<file path="config.mk">
export PLATFORM = sky130hd
export DESIGN_NAME = bypassSelect
export DESIGN_NICKNAME = d
export VERILOG_FILES = /design/src/logic/regReadPkg.sv /design/src/logic/bypassSelect.sv
export SDC_FILE = /design/constraint.sdc
export NUM_CORES = 1
export LEC_CHECK = 0
export ABC_CLOCK_PERIOD_IN_PS = 4530
export BUFFER_PORTS_ARGS = -buffer_cell sky130_fd_sc_hd__buf_2
export CAP_MARGIN = 15
export CORE_AREA = 3 3 86 88
export DETAILED_ROUTE_END_ITERATION = 12
export DIE_AREA = 0 0 89 91
export GPL_TIMING_DRIVEN = 0
export MAX_ROUTING_LAYER = met4
export PLACE_DENSITY = 0.72
export REMOVE_ABC_BUFFERS = 1
export SLEW_MARGIN = 20
export SYNTH_ARGS = -nofsm -noshare
export SYNTH_HDL_FRONTEND = slang
export SYNTH_SLANG_ARGS = --single-unit
</file>
<file path="constraint.sdc">
create_clock -name vclk -period 4.53
set_input_delay 0.453 -clock vclk [all_inputs]
set_output_delay 0.453 -clock vclk [all_outputs]
set_load 0.05 [all_outputs]
</file>
<file path="src/logic/regReadPkg.sv">
// --------------------------------------------------
// Shared constants for the register-read stage
// Lane count, default sizes and the lane index type
// --------------------------------------------------

package regReadPkg;

  // Port names carry the lane number, so the lane count is fixed
  localparam int NumLanes = 4;

  // Default sizes that the top level overrides with its own values
  localparam int DefPhysRegs = 64;

  // Registers holding architectural state, ready after reset
  localparam int DefArchRegs = 32;

  localparam int DefDataWidth = 32;

  // Also the width of an instruction's checkpoint mask
  localparam int DefCheckpoints = 4;

  // Index of an issue or bypass lane
  typedef logic [$clog2(NumLanes)-1:0] laneIdx_t;

endpackage
</file>
<file path="src/logic/bypassSelect.sv">
// --------------------------------------------------
// Operand select for one source tag
// Tag compare against the bypass lanes, data mux
// --------------------------------------------------

`timescale 1ns/1ps

module bypassSelect #(
  parameter int NumRegs = regReadPkg::DefPhysRegs,
  parameter int DataWidth = regReadPkg::DefDataWidth,
  localparam int TagWidth = $clog2(NumRegs)
) (
  input  logic [TagWidth-1:0]                             srcTag_i,
  input  logic [DataWidth-1:0]                            fileData_i,
  input  logic [regReadPkg::NumLanes-1:0]                 bypassValid_i,
  input  logic [regReadPkg::NumLanes-1:0][TagWidth-1:0]   bypassDest_i,
  input  logic [regReadPkg::NumLanes-1:0][DataWidth-1:0]  bypassData_i,
  output logic [DataWidth-1:0]                            operand_o
);

  import regReadPkg::*;

  logic [NumLanes-1:0] match;
  laneIdx_t            hitLane;

  always_comb begin
    for (int n = 0; n < NumLanes; n++) begin
      match[n] = bypassValid_i[n] && (bypassDest_i[n] == srcTag_i);
    end
  end

  // Encode the match vector into the lane that supplies the operand
  always_comb begin
    hitLane = '0;
    for (int n = 0; n < NumLanes; n++) begin
      if (match[n]) begin
        hitLane = laneIdx_t'(n);
      end
    end
  end

  // Forwarded results beat the file, which still holds the older value
  assign operand_o = (|match) ? bypassData_i[hitLane] : fileData_i;

  // Rename hands out each destination tag once, so lanes never collide
  always_comb begin
    assert final ($isunknown(match) || $onehot0(match))
      else $error("bypassSelect: tag %0d matches several bypass lanes", srcTag_i);
  end

endmodule

</file>
== Yosys cells after proc, flatten, opt, wreduce, memory -nomap -nowiden ==
Index checks and enable logic that the tools add are counted.
Word-level totals
  logic and storage cells: 16
  output and inout port bits: 32
  flip-flop bits (word level): 0
  input port bits: 194
Operators by class
  magnitude comparators: 1
  reductions and logical operators: 5
  eq/ne operators: 4
  muxes and demuxes: 6
Operator list (number)
  $bmux 32 s2: 1
  $mux 32: 2
  $eq 6x6->1: 4
  $logic_and 1x1->1: 4
  $mux 2: 2
  $reduce_or 4->1: 1
  $lt 2x3->1 const B: 1
  $mux 1: 1

== Depth between registers and ports, before layout ==
  depth after elaboration: 8
  gate-level depth with buffers: 8
  gate-level depth less buffers: 5

== Least setup slack after synthesis ==
OpenSTA, ideal clock, no wires.
  path kind: input-to-output
  start: in bypassDest_i[11] (netlist bit)
  end: out operand_o[10]
  stages on the path: 6
  path slack: 1.701 ns
  arrival: 2.376 ns
  required time: 4.077 ns
  buffers on the path: 2
  cells stage by stage: xor2_1 -> or4_1 -> buf_2 -> buf_4 -> mux2i_1 -> a221oi_2
Between the ends
  longest elaborated chain between the ends: 8
  elaborated cells between the ends (all ways): 9
  those cells by class: eq/ne (1); mux (6); reduce/logical (2)
RTL lines
  start: declaration: line bypassSelect.sv:16  | input logic [regReadPkg::NumLanes-1:0][TagWidth-1:0] bypassDest_i,
  $eq 6x6->1 (*): line bypassSelect.sv:28  | match[n] = bypassValid_i[n] && (bypassDest_i[n] == srcTag_i);
  $logic_and 1x1->1 (*): line bypassSelect.sv:28
  $mux 1: line bypassSelect.sv:36  | if (match[n]) begin
  $mux 2 (2 in series): line bypassSelect.sv:36
  $bmux 32 s2: line bypassSelect.sv:43  | assign operand_o = (|match) ? bypassData_i[hitLane] : fileData_i;
  $mux 32 (not written as such): line bypassSelect.sv:43
  $mux 32 (*): line bypassSelect.sv:43
  end: declaration: line bypassSelect.sv:18  | output logic [DataWidth-1:0] operand_o
Every way passes the cells marked *; elsewhere a longest branch is shown, timed or not. The select of a mux whose other input is x is not followed.

== Worst setup path after layout ==
  start: in srcTag_i[2]
  end: out operand_o[22]
Between the ends
  longest elaborated chain between the ends: 8
  elaborated cells between the ends (all ways): 15
  those cells by class: eq/ne (4); mux (6); reduce/logical (5)
RTL lines
  start: declaration: line bypassSelect.sv:13  | input logic [TagWidth-1:0] srcTag_i,
  $eq 6x6->1: line bypassSelect.sv:28
  $logic_and 1x1->1: line bypassSelect.sv:28
  $mux 1: line bypassSelect.sv:36
  $mux 2 (2 in series): line bypassSelect.sv:36
  $bmux 32 s2: line bypassSelect.sv:43
  $mux 32 (not written as such): line bypassSelect.sv:43
  $mux 32 (*): line bypassSelect.sv:43
Marked as above.

==> metrics <==
Power Internal=137 uW; setup TNS=0 ns; total vias in the final route=around 2700; Final ANT Viol Nets=0; diode count=0; starting density of the core=30.1%; Syn Inst Count=227; Placeable Area=0.00672 mm^2; WP data required=4.08 ns; row count=30; gpl congestion=approximately 0.77; Max Cap Viol=0; Clock power frac=0%; DR vias/cell=5.40; Hold Slack=roughly 1.4 ns; DR DRC count=0; fin area=between 0.003 and 0.004 mm^2; cell count of the worst hold path=4; Crit. path cell count=8; synth unique cells=20; cts hold-fix bufs=0; first-pass GRT wire length=13000 um; pwr dens=approximately 100 mW/mm^2; top-area cell type share of the netlist area=23.7%; post-layout util=~48%; Crit. Startpoint=srcTag_i[2]; Setup CP Type=input port to output port; CLK BUF=0; outcome=finished clean; fin crit period=3.66 ns; min-delay src=bypassData_i[102]; Post-DP HPWL=6960 um; Logic pwr share=100.0%; I/O pin cnt=226; Worst setup EP type=output port; fraction of layout cells with a size suffix above 1=66.0%; worst-path cell chain=buf_2, xnor2_1, nand4_1, nor4_4, buf_4, o211a_2, a221oi_2, buf_2; cts repair resizes=0; fillcell total=around 670; Syn Area/Cell=between 8 and 9 um^2; FF+latch count=0; Cell Area, Synth=0.00202 mm^2; die height=91 um; area leader, netlist=a221oi_2; cell family with most CP delay=compound AO/OA/AOI/OAI gates; Congestion Overflow GR=0; vias in the first global route=2716; sequential area share after synthesis=0%; CP Data Arrival Time=between 3 and 4 ns; Setup Viol. Count Final=0; sw power=181 uW; die width=89 um; Max Freq=273 MHz; Routed WL per cell=16.4 um; Slowest-stage cell, CP=o211a_2; port bufs=226; top cells by area, synth=a221oi_2, mux2i_1, nand3b_1; YS warnings=0; Tot Pwr=318 uW; crit share post-route=80.8%; First-pass DRT Iterations=5; Crit Path Max Fanout=32; initial antenna violation count=0; Sequential Area=0 um^2; Least-Margin Pin Slew=1.09 ns; placed cell area=0.00320 mm^2; area occupied by multi-input gates=around 0.0019 mm^2; Total Nets Final=625; worst vdd ir=0.0571 mV; relative slew slack=27.6%; drt first-iter violations=100; RSZ-0062 raised after global routing=false; Critical path buffers and inverters=3; Post-CTS Setup Inserts=0; Fin. Hold Viols=0; final wirelength=8360 um; Final Max Tran Viols=0; Die ar.=between 0.008 and 0.009 mm^2; delay of the slowest critical-path stage=0.91 ns; startpoint types=input port; most used cell, CP=buf_2; Leak=1.69 nW; sequential power share=0%; GRT Total Usage=about a fifth; largest net degree at the start of global routing=38; switching share of power=a little under three fifths; area grow syn2layout=58.1%; Hold WC Path Type=input port to output port
==> logic make-up (layout without fill, tap and decap cells) <==
| kind of cell | after synthesis | in the layout | share of synthesized area, % |
|---|---|---|---|
| muxes | 32 | 32 | 15.8 |
| buffers and inverters | 31 | 233 | 9.28 |
| xor gates and xnor gates | 24 | 24 | 10.4 |
| and+or+nand+nor | 75 | 75 | 22.7 |
| AOI/OAI and AO/OA | 65 | 65 | 41.8 |
==> path summary, 6_finish.rpt <==
check / to / slack [ns]
worst max-delay path: operand_o[22] / 0.87
worst min-delay path: operand_o[6] / 1.36
==> layout by cell type (no fill, tap or decap), drive strengths merged <==
master and count:
or4 2, nand4 3, nor4 2, xor2 12
buf 233, o211a 1, a221oi 32, and4 1
nor3 1, nand2 1, xnor2 12, nand3b 32
mux2i 32, o41ai 32, and2 1, nor2 32
==> stage by stage <==
step                      setup slack (ns)  instances
after global routing                 0.657        509
after floorplan                      0.320        196
after detailed placement             0.813        509
after global placement               -1.04        502
final                                0.868        509
after CTS                            0.817        509
==> cells in the mapped netlist, drive strengths merged <==
cell,count
clkbuf,12
nand2,1
and2,1
buf,19
nor4,2
or4,2
a221oi,32
o41ai,32
nand3b,32
xnor2,12
nor3,1
mux2i,32
and4,1
xor2,12
nor2,32
o211a,1
nand4,3
==> layout make-up <==
type                            count  share of cell area [%]
Multi-Input combinational cell    196                    58.1
Tap cell                           80                    3.13
Timing Repair Buffer              233                    38.8
==> routing by layer <==
| layer | vias up | global-route usage (%) | wire (um) |
|---|---|---|---|
| li1 | 1342 | - | - |
| met1 | 1267 | 23.6 | 3230 |
| met2 | 134 | 36.9 | 4450 |
| met3 | 4 | 1.27 | 659 |
| met4 | 0 | 0.993 | 24 |
| met5 | - | - | 0 |
==> power groups by stage <==
stage	clock, mW	sequential, mW	combinational (mW)
3_5_place_dp	0	0	0.320
2_1_floorplan	0	0	0.186
3_3_place_gp	0	0	0.304
6_report	0	0	0.318
4_1_cts	0	0	0.321
5_1_grt	0	0	0.341
Note: power is estimated with default switching activity, not from simulation.
