`src/logic/regReadPkg.sv`:
```
// --------------------------------------------------
// Shared constants for the register-read stage
// Lane count, default sizes and the lane index type
// --------------------------------------------------

package regReadPkg;

  // Port names carry the lane number, so the lane count is fixed
  localparam int NumLanes = 4;

  // Default sizes that the top level overrides with its own values
  localparam int DefPhysRegs = 64;

  // Registers holding architectural state, ready after reset
  localparam int DefArchRegs = 32;

  localparam int DefDataWidth = 32;

  // Also the width of an instruction's checkpoint mask
  localparam int DefCheckpoints = 4;

  // Index of an issue or bypass lane
  typedef logic [$clog2(NumLanes)-1:0] laneIdx_t;

endpackage
```
`src/logic/readyTable.sv`:
```
// --------------------------------------------------
// Ready-bit scoreboard, one bit per physical register
// Unmap clears, wakeup sets, reset and exception
// restore the architectural pattern
// --------------------------------------------------

`timescale 1ns/1ps

module readyTable #(
  parameter int NumRegs = regReadPkg::DefPhysRegs,
  parameter int NumArchRegs = regReadPkg::DefArchRegs,
  localparam int TagWidth = $clog2(NumRegs)
) (
  input  logic                                           clk,
  input  logic                                           rst_i,
  input  logic                                           exceptionFlag_i,
  input  logic [regReadPkg::NumLanes-1:0]                unmapValid_i,
  input  logic [regReadPkg::NumLanes-1:0][TagWidth-1:0]  unmapTag_i,
  input  logic [regReadPkg::NumLanes-1:0]                wakeValid_i,
  input  logic [regReadPkg::NumLanes-1:0][TagWidth-1:0]  wakeTag_i,
  output logic [NumRegs-1:0]                             ready_o
);

  import regReadPkg::*;

  // The low NumArchRegs bits are set and the rest are clear
  localparam logic [NumRegs-1:0] ArchPattern = (NumRegs'(1) << NumArchRegs) - 1'b1;

  logic [NumRegs-1:0] readyQ;
  logic [NumRegs-1:0] clearMask;
  logic [NumRegs-1:0] setMask;

  // --------------------------------------------------
  // Per-cycle clear and set masks
  // --------------------------------------------------

  always_comb begin
    clearMask = '0;
    setMask   = '0;
    for (int n = 0; n < NumLanes; n++) begin
      if (unmapValid_i[n]) begin
        clearMask[unmapTag_i[n]] = 1'b1;
      end
      if (wakeValid_i[n]) begin
        setMask[wakeTag_i[n]] = 1'b1;
      end
    end
  end

  // --------------------------------------------------
  // State update
  // --------------------------------------------------

  // Clears go first, so a wakeup on the same tag leaves the bit set
  always_ff @(posedge clk) begin
    if (rst_i || exceptionFlag_i) begin
      readyQ <= ArchPattern;
    end else begin
      readyQ <= (readyQ & ~clearMask) | setMask;
    end
  end

  assign ready_o = readyQ;

  // The restore pattern only makes sense when the mapped set fits the file
  archFitsFile: assert property (
    @(posedge clk) disable iff (rst_i) NumArchRegs <= NumRegs
  ) else $error("readyTable: %0d architectural registers exceed %0d physical",
                NumArchRegs, NumRegs);

endmodule

```
`config.mk`:
```
export PLATFORM = sky130hd
export DESIGN_NAME = readyTable
export DESIGN_NICKNAME = d
export VERILOG_FILES = /design/src/logic/regReadPkg.sv /design/src/logic/readyTable.sv
export SDC_FILE = /design/constraint.sdc
export NUM_CORES = 1
export LEC_CHECK = 0
export BUFFER_PORTS_ARGS = -buffer_cell sky130_fd_sc_hd__buf_2
export CAP_MARGIN = 10
export CORE_ASPECT_RATIO = 0.9
export CORE_UTILIZATION = 25
export CTS_CLUSTER_DIAMETER = 200
export DETAILED_ROUTE_END_ITERATION = 10
export PLACE_DENSITY = 0.52
export SLEW_MARGIN = 20
export SYNTH_ARGS = -nofsm -noshare
export SYNTH_HDL_FRONTEND = slang
export SYNTH_SLANG_ARGS = --single-unit
```
`constraint.sdc`:
```
create_clock -name clk -period 1.9 [get_ports clk]
set_input_delay 0.38 -clock clk [delete_from_list [all_inputs] [get_ports clk]]
set_output_delay 0.38 -clock clk [all_outputs]
set_load 0.03 [all_outputs]
```
* Word-level counts from Yosys, hierarchy flattened
Cells that the tools add are included.
Word-level totals: register bits after elaboration 64, word-level logic and storage cells 59, output and inout bits 64
Cells by class: muxes and demuxes 24, bitwise operators 9, reduce and logical (&&, ||, !) cells 9, $lt $le $gt $ge 16
Operators with widths (count):
- two-way mux 64 bit | 8
- OR 64 bit | 7
- bitwise AND 64 bit | 1
- NOT 64 bit | 1
- less-than comparator 6 x 7 -> 1 bit (second input constant) | 8
- demux 1 bit (select 6 bit) | 8
- >= comparator 6 x 1 -> 1 bit (second input constant) | 8
- logical AND 1 bit | 8
- two-way mux 1 bit | 8
- logical OR 1 bit | 1

* Longest topological paths before layout
word-level depth 14, mapped depth 6, gate-level depth less buffers 4

* Least setup slack after synthesis
OpenSTA, ideal clock, no wires.
path type input port to flip-flop, from input unmapTag_i[13] (netlist bit), to register readyQ[0], in the netlist ready_o[0], path slack 0.154 ns, data required time 1.780 ns, library setup time 0.120 ns, stages 6, buffers on the path 2, data arrival time 1.627 ns, cell sequence buf_2 -> or4b_4 -> buf_6 -> o22ai_2 -> nor2_1 -> a211o_1
Between the ends: longest elaborated chain between the ends 11, elaborated cells on any way between the ends 12
RTL lines:
- start: declaration | line readyTable.sv:18 | input logic [regReadPkg::NumLanes-1:0][TagWidth-1:0] unmapTag_i,
- less-than comparator 6 x 7 -> 1 bit (implied by the code) or >= comparator 6 x 1 -> 1 bit (tied branches) | line readyTable.sv:42 | clearMask[unmapTag_i[n]] = 1'b1;
- logical AND 1 bit (implied by the code) | line readyTable.sv:42
- two-way mux 1 bit (implied by the code) | line readyTable.sv:42
- demux 1 bit (select 6 bit) * | line readyTable.sv:42
- OR 64 bit (no line) *
- two-way mux 64 bit * | line readyTable.sv:41 | if (unmapValid_i[n]) begin
- OR 64 bit (no line)
- two-way mux 64 bit * | line readyTable.sv:41
- NOT 64 bit * | line readyTable.sv:59 | readyQ <= (readyQ & ~clearMask) | setMask;
- bitwise AND 64 bit * | line readyTable.sv:59
- OR 64 bit * | line readyTable.sv:59
- end signal: assignment | line readyTable.sv:57 | readyQ <= ArchPattern;
- end signal: assignment | line readyTable.sv:59
- end: declaration | line readyTable.sv:29 | logic [NumRegs-1:0] readyQ;
Every way passes the cells marked *; elsewhere a longest branch is shown, timed or not. A chain may end at the register's enable or synchronous reset.

* Worst setup path after layout
from input unmapTag_i[8] (netlist bit), to register readyQ[40], in the netlist ready_o[40]
Between the ends: longest elaborated chain between the ends 13, elaborated cells on any way between the ends 14
RTL lines (line):
- less-than comparator 6 x 7 -> 1 bit (implied by the code) or >= comparator 6 x 1 -> 1 bit (tied branches) | readyTable.sv:42
- logical AND 1 bit (implied by the code) | readyTable.sv:42
- two-way mux 1 bit (implied by the code) | readyTable.sv:42
- demux 1 bit (select 6 bit) * | readyTable.sv:42
- OR 64 bit (no line) *
- two-way mux 64 bit * | readyTable.sv:41
- OR 64 bit (no line)
- two-way mux 64 bit * | readyTable.sv:41
- OR 64 bit (no line)
- two-way mux 64 bit * | readyTable.sv:41
- NOT 64 bit * | readyTable.sv:59
- bitwise AND 64 bit * | readyTable.sv:59
- OR 64 bit * | readyTable.sv:59
Marked as above.

==> impl_metrics.yaml <==
clock_network:
  cts_buffers: 9
  clock-sinks: 64
  max-clock-path-buffers: 2
  clkTransAtPathRegs_ps: 60
  insertion_delay_ps: 340
  cts_hold_buf: 0
  cts-root-buf: "clkbuf_16"
  cts_resized: 0
  cts_tree: "done"
  cts_setup_buffers: 0
  cts_htree_levels: 3
cells_and_area:
  antennaDiodeCount: 0
  syn_to_final_growth_pct: 33.0
  final_cell_mix: "136 x buf_4, 122 x buf_2, 105 x o22ai_1"
  drive_gt1_share_pct: 30.4
  fin_nets: 1040
  layout_commonest_cell: "buf_4"
  largest_reg_flops: 64
synth:
  ys_ff_latch: 64
  ys_warn_count: 0
  synth-main-ff-cell: "dfxtp_1"
  netlist_area_mm2: 0.00597
  synthCells: 806
  syn_nets: 865
  ys_types: 56
  async_flop_share_pct: 0
  yosysSeqAreaShare_pct: 21.5
  avgSynthCellArea_um2: 7.40
  synth-edff-count: 0
sta:
  clock-skew-final_ps: 0
  tns_ps: 0
  slew_headroom_pct: 47.0
  rsz0062_at_grt: "no"
  fmax_ghz: 0.594
  fin_crit_sh_pct: 88.6
  worst_slack_ps: 216
  finalHoldViolations: 0
  timing.hold.ws_ps: 483
  setup_viol: 0
  max_slew.worst_pin.slew_ps: 792
  final_max_slew_viol_count: 0
  min_period_ps: 1680
critical_path:
  critical_path_class: "in -> reg"
  critical-path-top-delay-family: "simple AND/OR/NAND/NOR gates"
  end_kind: "flip-flop"
  arrival_ps: 1870
  cp_slowest_cell: "or4b_1"
  cp-start-kind: "primary input"
  crit_chain: "buf_2 > or4b_1 > buf_4 > o21ai_0 > or3_1 > a31oi_1"
  reg2reg_slack_ps: 640
  path_max_fanout: 8
  worstPathRequired_ps: 2090
  max_stage_delay_ps: 610
  crit_buf_inv: 2
route:
  ant_nets: 0
  avgRoutedWirePerCell_um: 26.9
  drt_pass1_iterations: 8
  num_vias: 8316
  wirelength_um: 34600
  drt-vias-per-instance: 6.46
  drcViolationCount: 0
  drtIter0Drc: 1316
die:
  io_pins: 123
  start_util_pct: 25.5
  die_x_um: 165
  core_area_mm2: 0.0234
  die_area_mm2: 0.0245
  die_h_um: 149
  fp-row-count: 53
run_status:
  status: "completed"
power:
  worst_ir_drop_vdd_mv: 0.517
  power-per-cell-area_mw_per_mm2: 535
  cellLeakagePower_nw: 2.81
  power.total_mw: 4.24
job:
  maxCapViolCount: 0
global_route:
  grt_overflow: 0
  grt_use_met1_pct: 38.5
  grt_max_degree: 39
  gr-usage-met3_pct: 5.66
  track_usage_pct: 27.9
  grt_pass1_vias: 7640
  top_usage_layer: "met2"
  grt_pass1_wl_um: 49800
  antenna_found_initial: 0
  use_met2_pct: 42.8
placed_design:
  dpl.hpwl_um: 27000
  gp_congestion: 1.02
  dpl_worst_slack_ps: -59.7
  portBuffers: 122
min_path:
  hp-class: "reg -> reg"
## final timing paths
path,from,cells past startpoint,endpoint
max,unmapTag_i[8],6,ready_o[40]
min,ready_o[14],2,ready_o[14]
max reg2reg,ready_o[40],3,ready_o[40]
min reg2reg,ready_o[14],2,ready_o[14]
## power by group
group | total, mW | leakage, nW | switching, mW | internal (mW)
clock network | 1.90 | 0.159 | 0.678 | 1.22
registers | 1.37 | 0.518 | 0.0117 | 1.36
logic | 0.975 | 2.13 | 0.630 | 0.345
## cell families after synthesis
logic type | count (synthesis) | share of synthesized area (%)
DFF | 64 | 21.5
AOI/OAI and AO/OA | 329 | 36.1
and+or+nand+nor | 314 | 35.2
buffers and inverters | 99 | 7.23
## cells in the mapped netlist (all sizes together), types with 7 or more instances
master / instances / area, um2
a22oi: 48 / 360
or3: 33 / 206
nand4: 12 / 75.1
dfxtp: 64 / 1280
nand3: 13 / 65.1
nand3b: 13 / 97.6
nor4bb: 12 / 120
nand2: 17 / 63.8
nor3: 21 / 105
nand4bb: 13 / 146
nand4b: 25 / 225
buf: 42 / 218
or3b: 17 / 149
a21oi: 17 / 85.1
or4bb: 7 / 78.8
a211o: 14 / 123
nor2: 66 / 248
o31ai: 9 / 67.6
a31oi: 22 / 138
o21ai: 73 / 365
clkbuf: 54 / 203
nor3b: 16 / 120
o22ai: 106 / 669
or4: 7 / 52.6
## layer usage
| layer | wire (um) | up-vias |
|---|---|---|
| met5 | 0 | - |
| met4 | 1260 | 0 |
| met3 | 3780 | 90 |
| met2 | 15200 | 570 |
| met1 | 14400 | 4047 |
| li1 | - | 3609 |
## worst reg2reg max path: cells and delay by family, from the launching register on
family | cells | cell delay [ps]
flops | 1 | 370
simple gates | 1 | 370
compound gates | 2 | 420
## layout make-up
class	count	area (um2)
flip-flops and latches	64	1280
well taps	302	378
multi-input cells	643	4270
inverters	3	11.3
clock inverters	4	76.3
repair buffers	260	1670
fillers	2556	15500
clock buffers	12	256
## through the flow
step / cells / util, % / area, um2
detailed placement: 1272 / 32.5 / 7610
floorplan: 806 / - / 5970
global route: 1288 / 33.9 / 7940
finish: 1288 / 33.9 / 7940
global placement: 1272 / 32.5 / 7600
CTS: 1288 / 33.9 / 7940
No activity file was read; power rests on OpenSTA's default activity.
